[src/hdl/cache_fsm_pkg.sv]
`default_nettype none

package cache_fsm_pkg;

    // miss handling states of the controller
    typedef enum logic [1:0] {
        st_idle       = 2'b00,
        st_compare    = 2'b01,
        st_write_back = 2'b10,
        st_allocate   = 2'b11
    } ctrl_state_e;

    // level presented to the next level
    typedef enum logic [1:0] {
        req_none  = 2'b00,
        req_read  = 2'b01,
        req_write = 2'b10
    } l2_req_e;

endpackage

`default_nettype wire

[src/hdl/cache_geom_pkg.sv]
`default_nettype none

package cache_geom_pkg;

    localparam int ADDR_W         = 32;
    localparam int TAG_W          = 20;
    localparam int INDEX_W        = 6;
    localparam int OFFSET_W       = 4;
    // byte offset within a word, ignored by the cache
    localparam int BYTE_W         = 2;
    localparam int WORD_W         = 32;
    localparam int WORDS_PER_LINE = 1 << OFFSET_W;
    localparam int LINE_W         = WORD_W * WORDS_PER_LINE;
    localparam int NUM_LINES      = 1 << INDEX_W;

    typedef logic [ADDR_W-1:0]   addr_t;
    typedef logic [TAG_W-1:0]    tag_t;
    typedef logic [INDEX_W-1:0]  index_t;
    typedef logic [OFFSET_W-1:0] offset_t;
    typedef logic [WORD_W-1:0]   word_t;
    typedef logic [LINE_W-1:0]   line_t;

    // tag and index, the line address seen by the next level
    typedef logic [TAG_W+INDEX_W-1:0] line_addr_t;

endpackage

`default_nettype wire
[src/hdl/l1_controller.sv]
`timescale 1ns/1ps
`default_nettype none

module l1_controller #(
    parameter int num_lines = cache_geom_pkg::NUM_LINES
) (
    input  logic                       clk,
    input  logic                       nrst,
    input  logic                       rd,
    input  logic                       wr,
    input  cache_geom_pkg::tag_t       tag,
    input  cache_geom_pkg::index_t     index,
    input  logic                       l2_ready,
    output logic                       stall,
    output logic                       done,
    output logic                       refill,
    output logic                       update,
    output logic                       l2_read,
    output logic                       l2_write,
    output cache_geom_pkg::line_addr_t l2_addr,
    output logic                       fill_en,
    output logic                       wr_en
);

    cache_geom_pkg::tag_t tag_arr [num_lines];
    logic [num_lines-1:0] valid;
    logic [num_lines-1:0] dirty;

    cache_fsm_pkg::ctrl_state_e state;
    cache_fsm_pkg::ctrl_state_e next_state;
    cache_fsm_pkg::l2_req_e     l2_req;
    cache_fsm_pkg::l2_req_e     next_req;

    logic hit;
    logic victim_dirty;
    logic line_fill;
    logic victim_sent;

    assign hit          = valid[index] && (tag_arr[index] == tag);
    assign victim_dirty = valid[index] && dirty[index];

    // next level answered the current request
    assign line_fill   = (state == cache_fsm_pkg::st_allocate) && l2_ready;
    assign victim_sent = (state == cache_fsm_pkg::st_write_back) && l2_ready;

    assign stall   = (state != cache_fsm_pkg::st_idle);
    assign fill_en = line_fill;
    assign wr_en   = (state == cache_fsm_pkg::st_compare) && hit && wr;

    assign l2_read  = (l2_req == cache_fsm_pkg::req_read);
    assign l2_write = (l2_req == cache_fsm_pkg::req_write);

    always_comb
    begin
        next_state = state;
        case (state)
            cache_fsm_pkg::st_idle:
            begin
                // the done cycle still sees the finished request
                if ((rd || wr) && !done)
                    next_state = cache_fsm_pkg::st_compare;
            end
            cache_fsm_pkg::st_compare:
            begin
                if (hit)
                    next_state = cache_fsm_pkg::st_idle;
                else if (victim_dirty)
                    next_state = cache_fsm_pkg::st_write_back;
                else
                    next_state = cache_fsm_pkg::st_allocate;
            end
            cache_fsm_pkg::st_write_back:
            begin
                if (l2_ready)
                    next_state = cache_fsm_pkg::st_allocate;
            end
            cache_fsm_pkg::st_allocate:
            begin
                if (l2_ready)
                    next_state = cache_fsm_pkg::st_compare;
            end
            default:
                next_state = cache_fsm_pkg::st_idle;
        endcase
    end

    always_comb
    begin
        case (next_state)
            cache_fsm_pkg::st_write_back:
                next_req = cache_fsm_pkg::req_write;
            cache_fsm_pkg::st_allocate:
                next_req = cache_fsm_pkg::req_read;
            default:
                next_req = cache_fsm_pkg::req_none;
        endcase
    end

    always_ff @(posedge clk or negedge nrst)
    begin
        if (!nrst)
        begin
            state  <= cache_fsm_pkg::st_idle;
            l2_req <= cache_fsm_pkg::req_none;
        end
        else
        begin
            state  <= next_state;
            l2_req <= next_req;
        end
    end

    // single-cycle pulses toward the processor
    always_ff @(posedge clk or negedge nrst)
    begin
        if (!nrst)
        begin
            done   <= 1'b0;
            refill <= 1'b0;
            update <= 1'b0;
        end
        else
        begin
            done   <= (state == cache_fsm_pkg::st_compare) && hit;
            refill <= line_fill && rd;
            update <= line_fill && wr;
        end
    end

    always_ff @(posedge clk or negedge nrst)
    begin
        if (!nrst)
        begin
            valid <= '0;
            dirty <= '0;
        end
        else if (line_fill)
        begin
            valid[index] <= 1'b1;
            dirty[index] <= 1'b0;
        end
        else if (victim_sent)
            dirty[index] <= 1'b0;
        else if (wr_en)
            dirty[index] <= 1'b1;
    end

    // tag of the line filled at index
    always_ff @(posedge clk)
    begin
        if (line_fill)
            tag_arr[index] <= tag;
    end

    // victim line during write back and missing line otherwise
    always_comb
    begin
        if (state == cache_fsm_pkg::st_write_back)
            l2_addr = {tag_arr[index], index};
        else
            l2_addr = {tag, index};
    end

endmodule

`default_nettype wire

[config.mk]
export PLATFORM = sky130hd
export DESIGN_NAME = l1_controller
export DESIGN_NICKNAME = d
export VERILOG_FILES = /design/src/hdl/cache_fsm_pkg.sv /design/src/hdl/cache_geom_pkg.sv /design/src/hdl/l1_controller.sv
export SDC_FILE = /design/constraint.sdc
export NUM_CORES = 1
export LEC_CHECK = 0
export ABC_AREA = 0
export BUFFER_PORTS_ARGS = -buffer_cell sky130_fd_sc_hd__buf_2
export CAP_MARGIN = 20
export CORE_AREA = 8 8 353 424
export CTS_CLUSTER_DIAMETER = 120
export CTS_CLUSTER_SIZE = 16
export DETAILED_ROUTE_END_ITERATION = 10
export DIE_AREA = 0 0 361 432
export SYNTH_ARGS = -nofsm -noshare
export SYNTH_HDL_FRONTEND = slang
export SYNTH_SLANG_ARGS = --single-unit
[constraint.sdc]
create_clock -name clk -period 5.7 [get_ports clk]
set_input_delay 1.14 -clock clk [delete_from_list [all_inputs] [get_ports clk]]
set_output_delay 1.14 -clock clk [all_outputs]
set_load 0.02 [all_outputs]
* After elaboration in Yosys (flattened, before gate mapping)
Memory sizes are Yosys's and may differ from the RTL's.
Index checks and enable logic that the tools add are counted.
** Operators by class
- Add/subtract/negate cells :: 0
- Multipliers :: 0
- Div/mod/pow operators :: 0
- Order comparisons :: 2
- Equal/unequal tests :: 8
- Shift-type cells :: 0
- Mux-type cells :: 19
- Bitwise logic cells :: 4
- Reductions and logical operators :: 15
** Operators with widths (number)
- $mux 64 :: 3
- $or 64x64->64 :: 2
- $and 64x64->64 :: 1
- $not 64->64 :: 1
- $mux 26 :: 1
- $eq 20x20->1 :: 1
- $bmux 1 s6 :: 2
- $eq 2x2->1 const B :: 5
- $logic_and 1x1->1 :: 10
- $mux 2 :: 4
- $pmux 2 s4 :: 1
- $lt 6x7->1 const B :: 1
- $demux 1 s6 :: 1
- $ge 6x1->1 const B :: 1
- $mux 1 :: 6
- $eq 2x1->1 const B :: 2
- $pmux 2 s2 :: 1
- $reduce_bool 3->1 :: 1
- $logic_not 2->1 :: 1
- $reduce_bool 2->1 :: 1
- $logic_not 1->1 :: 1
- $logic_or 1x1->1 :: 1
** Word-level totals
- Register bits after elaboration :: 135
- Latch bits :: 0
- Bits in writable memories :: 1280
- Memory bits (read-only) :: 0
- Output and inout port bits :: 34
- Word-level logic and storage cells :: 56
- Memories kept :: 1
** Memory list
- tag_arr :: depth 64, bits a word 20, rd ports 1, clocked after memory_dff 0, write ports 1, line l1_controller.sv:25 : cache_geom_pkg::tag_t tag_arr [num_lines];

* Logic depth before layout (Yosys ltp)
- Word-level depth :: 8
- Mapped depth :: 18

* Worst setup path after synthesis
Ideal clock, no wire load.
- Path kind :: input to output
- Start :: in index[1]
- End :: out wr_en
- Data arrival time :: 3.972 ns
- Data required time :: 4.560 ns
- Setup slack :: 0.588 ns
- Cell stages on the path :: 15
- Cells stage by stage :: buf_6 -> buf_6 -> buf_2 -> buf_2 -> buf_2 -> buf_2 -> mux4_2 -> o211ai_1 -> nand4_1 -> nor2_1 -> xor2_1 -> nand2_1 -> nor4_1 -> nand4_1 -> nor2_1
** Between the ends
- Cells in the longest elaborated chain, start to end :: 5
** Ends and longest elaborated chain
- start: declaration :: line l1_controller.sv:12 : input cache_geom_pkg::index_t index,
- $mem_v2 64x20 or $bmux 1 s6 (tied branches)
- $eq 20x20->1 or $mux 1 (tied branches) :: line l1_controller.sv:39 : assign hit = valid[index] && (tag_arr[index] == tag);
- $logic_and 1x1->1 * :: line l1_controller.sv:39
- $logic_and 1x1->1 * (2 in a row) :: line l1_controller.sv:48 : assign wr_en = (state == cache_fsm_pkg::st_compare) && hit && wr;
- end: declaration :: line l1_controller.sv:22 : output logic wr_en
Mark *: on every way between the ends. The rest lies on a longest branch, timed or not. The select of a mux whose other input is x is not followed.

* Worst setup path in the final report
- Start :: in index[0]
- End :: out wr_en
Same word-level chain as after synthesis.

==> summary.log <==
qor: timing.max-slew-margin-rel 0.227
qor: clock_network.cts-htree-levels 3
qor: synth.async_sr_flop_fraction 0.0954
qor: floorplan.dieWidth 361 um
qor: grt.grt_usage 0.248
qor: power_and_ir_drop.cellLeakagePower 22.8 nW
qor: timing.period_minus_slack 5710 ps
qor: timing.finalSetupViolCount 1
qor: placement.place_ws -441 ps
qor: layout.finalNonFillerCells 5,707
qor: status.outcome finished, violations left
qor: floorplan.design.portCount 65
qor: clock_network.cts_hold_repair.buffers 0
qor: status.failed_checks setup timing
qor: timing.worst_slack -11.8 ps
qor: floorplan.chipHeight 432 um
qor: critical_path.crit_path_max_incr_delay 630 ps
qor: synth.sequential_cell_area_fraction_in_the_yosys_report 0.737
qor: clock_network.worst_skew_pair.late_latency 740 ps
qor: critical_path.timing.critical_path.to_type primary output
qor: critical_path.worstPathCellList buf_8, buf_12, buf_16, mux4_2, a22o_1, nand2_1, nand4_1, or3_4, xor2_1, nor4_1, nand4_1, buf_6, nor2_2, buf_4
qor: timing.layout_worst_path_cycle_share 1.00
qor: timing.worst_slew_pin_slew 1160 ps
qor: power_and_ir_drop.p_per_area 314 mW/mm2
qor: min_path.worstHoldPathType in -> async
qor: layout.fill_cells 12.0k
qor: synth.ys.warnings.count 0
qor: synth.synthesis.area 0.0568 mm2
qor: route.drt_via_density 6.16
qor: synth.synth.avg_cell_area 17.2 um2
qor: grt.global_route.overflow_total 0
qor: synth.synthesis.nets 3,326
qor: critical_path.worst-endpoint-required 4560 ps
qor: clock_network.cts_tree built
qor: critical_path.critical_path.slowest_cell mux4_2
qor: critical_path.path_max_fanout 13
qor: floorplan.fp.coreArea 0.142 mm2
qor: layout.final_layout_size_suffix_gt1_frac 0.296
qor: route.detail_route.first_pass.iterations 6
qor: clock_network.clk_root_buffer_cell clkbuf_16
qor: route.drt_wl_total 199 mm
qor: route.route.antenna.remaining_nets 0
qor: clock_network.clock_sink_count 1,415
qor: run.max-cap-violations 0
qor: layout.fin_nets 3,800
qor: grt.global_route_wire_length_before_repair 274 mm
qor: grt.first_global_vias 33.7k
qor: critical_path.critPathArrivalTime 4570 ps
qor: clock_network.worst_setup_hold_path_clk_slew 80 ps
qor: clock_network.cts_buffers 98
qor: critical_path.timing_worst_setup_path_type in -> out
qor: synth.synth_enable_flop_cells 1,280
qor: critical_path.cp-start-kind input pin
qor: floorplan.dieArea 0.156 mm2
qor: route.route.detailed.drc 0
qor: layout.area.growth.synth_to_final 17.3%
qor: power_and_ir_drop.peakVddDrop 230 uV
qor: synth.postSynthRegisterBits 1,415
qor: route.drt-initial-drc-count 5,117
qor: route.routed_wire_length_per_instance 34.8 um
qor: grt.grt_antenna_before_repair 7
qor: placement.number_of_i_o_port_buffers 64
qor: synth.number_of_different_library_cells_in_the_post_synthesis_netlist 78
qor: route.routed-via-count 35.1k
qor: floorplan.row_count 152
qor: synth.synthFlopType edfxtp_1
qor: critical_path.critical_path.most_common_cell nand4_1
qor: timing.achievable-frequency 175 MHz
qor: placement.place_inst 5,498
qor: placement.globalplace.congestion 1.00
qor: placement.post-dp-hpwl 129 mm
qor: synth.syn-instance-count 3,295
qor: timing.timing_hold_violations_final 0
qor: timing.fin_worst_skew 35.7 ps
qor: clock_network.clock_path_buffers 3
qor: floorplan.initial_util 0.398
qor: timing.timing.final.max_slew_violations 0
qor: grt.grt_start_max_net_pins 72
power by group:
part / total, W / internal (W) / switching (W)
Combinational: 0.00248 / 0.000907 / 0.00157
Clock: 0.00681 / 0.00330 / 0.00351
Sequential: 0.0116 / 0.0115 / 0.0000958
Total: 0.0209 / 0.0157 / 0.00518
worst paths after layout:
check                           slack [ps]             from  cells past startpoint                         end
worst max-delay path                   -10         index[0]                     14                       wr_en
worst min-delay path                   440             nrst                      1  asynchronous set/reset pin
worst max register to register        1790  tag_arr[25][10]                     12                    register
worst min register to register         460        valid[33]                      1                   valid[33]
max in group asynchronous             4140             nrst                      2                   valid[34]
min in group clk                       460        valid[33]                      1                   valid[33]
layout by cell type, fill, tap and decap left out, drive strengths merged, types with 18 or more instances in the layout:
cell type,instances
a22oi,104
mux2i,195
nor2,120
nand2,171
a221o,30
o21ai,75
mux4,115
nand3,27
edfxtp,1280
a21oi,70
nor3,73
clkbuf,179
a221oi,96
dfrtp,135
buf,602
o22ai,60
nand4,18
or2,68
a22o,87
mux2,115
worst max-delay path, delay by kind of cell:
kind            cells  cell delay (ps)
compound gates      1              310
xor+xnor            1              210
buf+inv             5              860
mux                 1              630
simple gates        6             1350
kinds of logic (layout without fill, tap and decap cells):
| group | Yosys count | count (layout) | share of synthesized area |
|---|---|---|---|
| AO/OA/AOI/OAI | 619 | 619 | 0.0809 |
| XOR/XNOR | 19 | 19 | 0.00293 |
| buffers and inverters | 239 | 797 | 0.0247 |
| flip-flops | 1415 | 1415 | 0.737 |
| multiplexers | 425 | 425 | 0.103 |
| other | 0 | 6 | 0 |
| AND/OR/NAND/NOR | 578 | 578 | 0.0514 |
final cells by class:
type	count	area (um2)	area share
inverter	7	28.8	0.000432
timing repair buffer	606	5480	0.0824
clock buffer	177	2770	0.0416
sequential	1415	41800	0.628
multi-input combinational	1641	14000	0.211
antenna	6	15.0	0.000226
clock inverter	7	78.8	0.00118
tap	1848	2310	0.0347
per-layer routing:
layer	part of all wire	track usage	wire, um	vias to the layer above
met5	0	0	0	-
met4	0.066	0.134	13100	0
met1	0.38	0.330	75900	18400
met2	0.45	0.380	89300	2153
met3	0.10	0.0526	20400	407
li1	-	-	-	14200
cells in the mapped netlist (6+ instances only):
cell type | n | area (um2)
edfxtp_1 | 1280 | 38400
mux2i_1 | 195 | 1950
nand2_1 | 171 | 642
dfrtp_1 | 135 | 3380
nor2_1 | 120 | 450
mux4_2 | 110 | 2480
mux2_2 | 105 | 1180
a22oi_1 | 104 | 781
a221oi_1 | 95 | 832
a22o_1 | 87 | 762
buf_2 | 74 | 370
o21ai_0 | 74 | 370
nor3_1 | 73 | 365
a21oi_1 | 70 | 350
or2_2 | 68 | 425
clkbuf_1 | 64 | 240
o22ai_1 | 60 | 375
buf_4 | 55 | 413
a221o_1 | 30 | 300
nand3_1 | 27 | 135
buf_6 | 21 | 236
nand4_1 | 18 | 113
a31oi_1 | 14 | 87.6
and3_1 | 14 | 87.6
nand2b_1 | 14 | 87.6
o2bb2ai_1 | 12 | 105
buf_1 | 11 | 41.3
o221ai_1 | 11 | 96.3
xor2_1 | 11 | 96.3
nand3b_1 | 10 | 75.1
nor2b_1 | 10 | 62.6
o22a_1 | 10 | 87.6
mux2_1 | 9 | 101
nor3b_1 | 9 | 67.6
xnor2_1 | 8 | 70.1
o211ai_1 | 7 | 52.6
a222oi_1 | 6 | 60.1
and2_1 | 6 | 37.5
nor4_1 | 6 | 37.5
registers in the layout (all words and copies together) (netlist names), named ones only:
signal	cells
tag_arr	1280
valid	64
l2_req	2
state	2
done	1
refill	1
update	1
stage by stage:
stage | power (W) | util | setup TNS (ps) | hold slack [ps] | area (um2)
final | 0.0209 | 0.467 | -11.8 | 437 | 66500
after global routing | 0.0214 | 0.467 | -51.0 | 475 | 66500
after CTS | 0.0209 | 0.465 | 0 | 439 | 66300
after detailed placement | 0.0142 | 0.443 | -441 | 449 | 63000
after global placement | 0.0142 | 0.443 | -491 | 446 | 63000
after floorplan | 0.0129 | - | 0 | 433 | 56800
timing repair:
item | CTS | global route
gates cloned | 2 | 2
gates resized for setup | 37 | 45
setup endpoints to repair | 1 | 2
pin swaps | 7 | 10
setup buffers | 15 | 0
(Power assumes the default switching activity.)
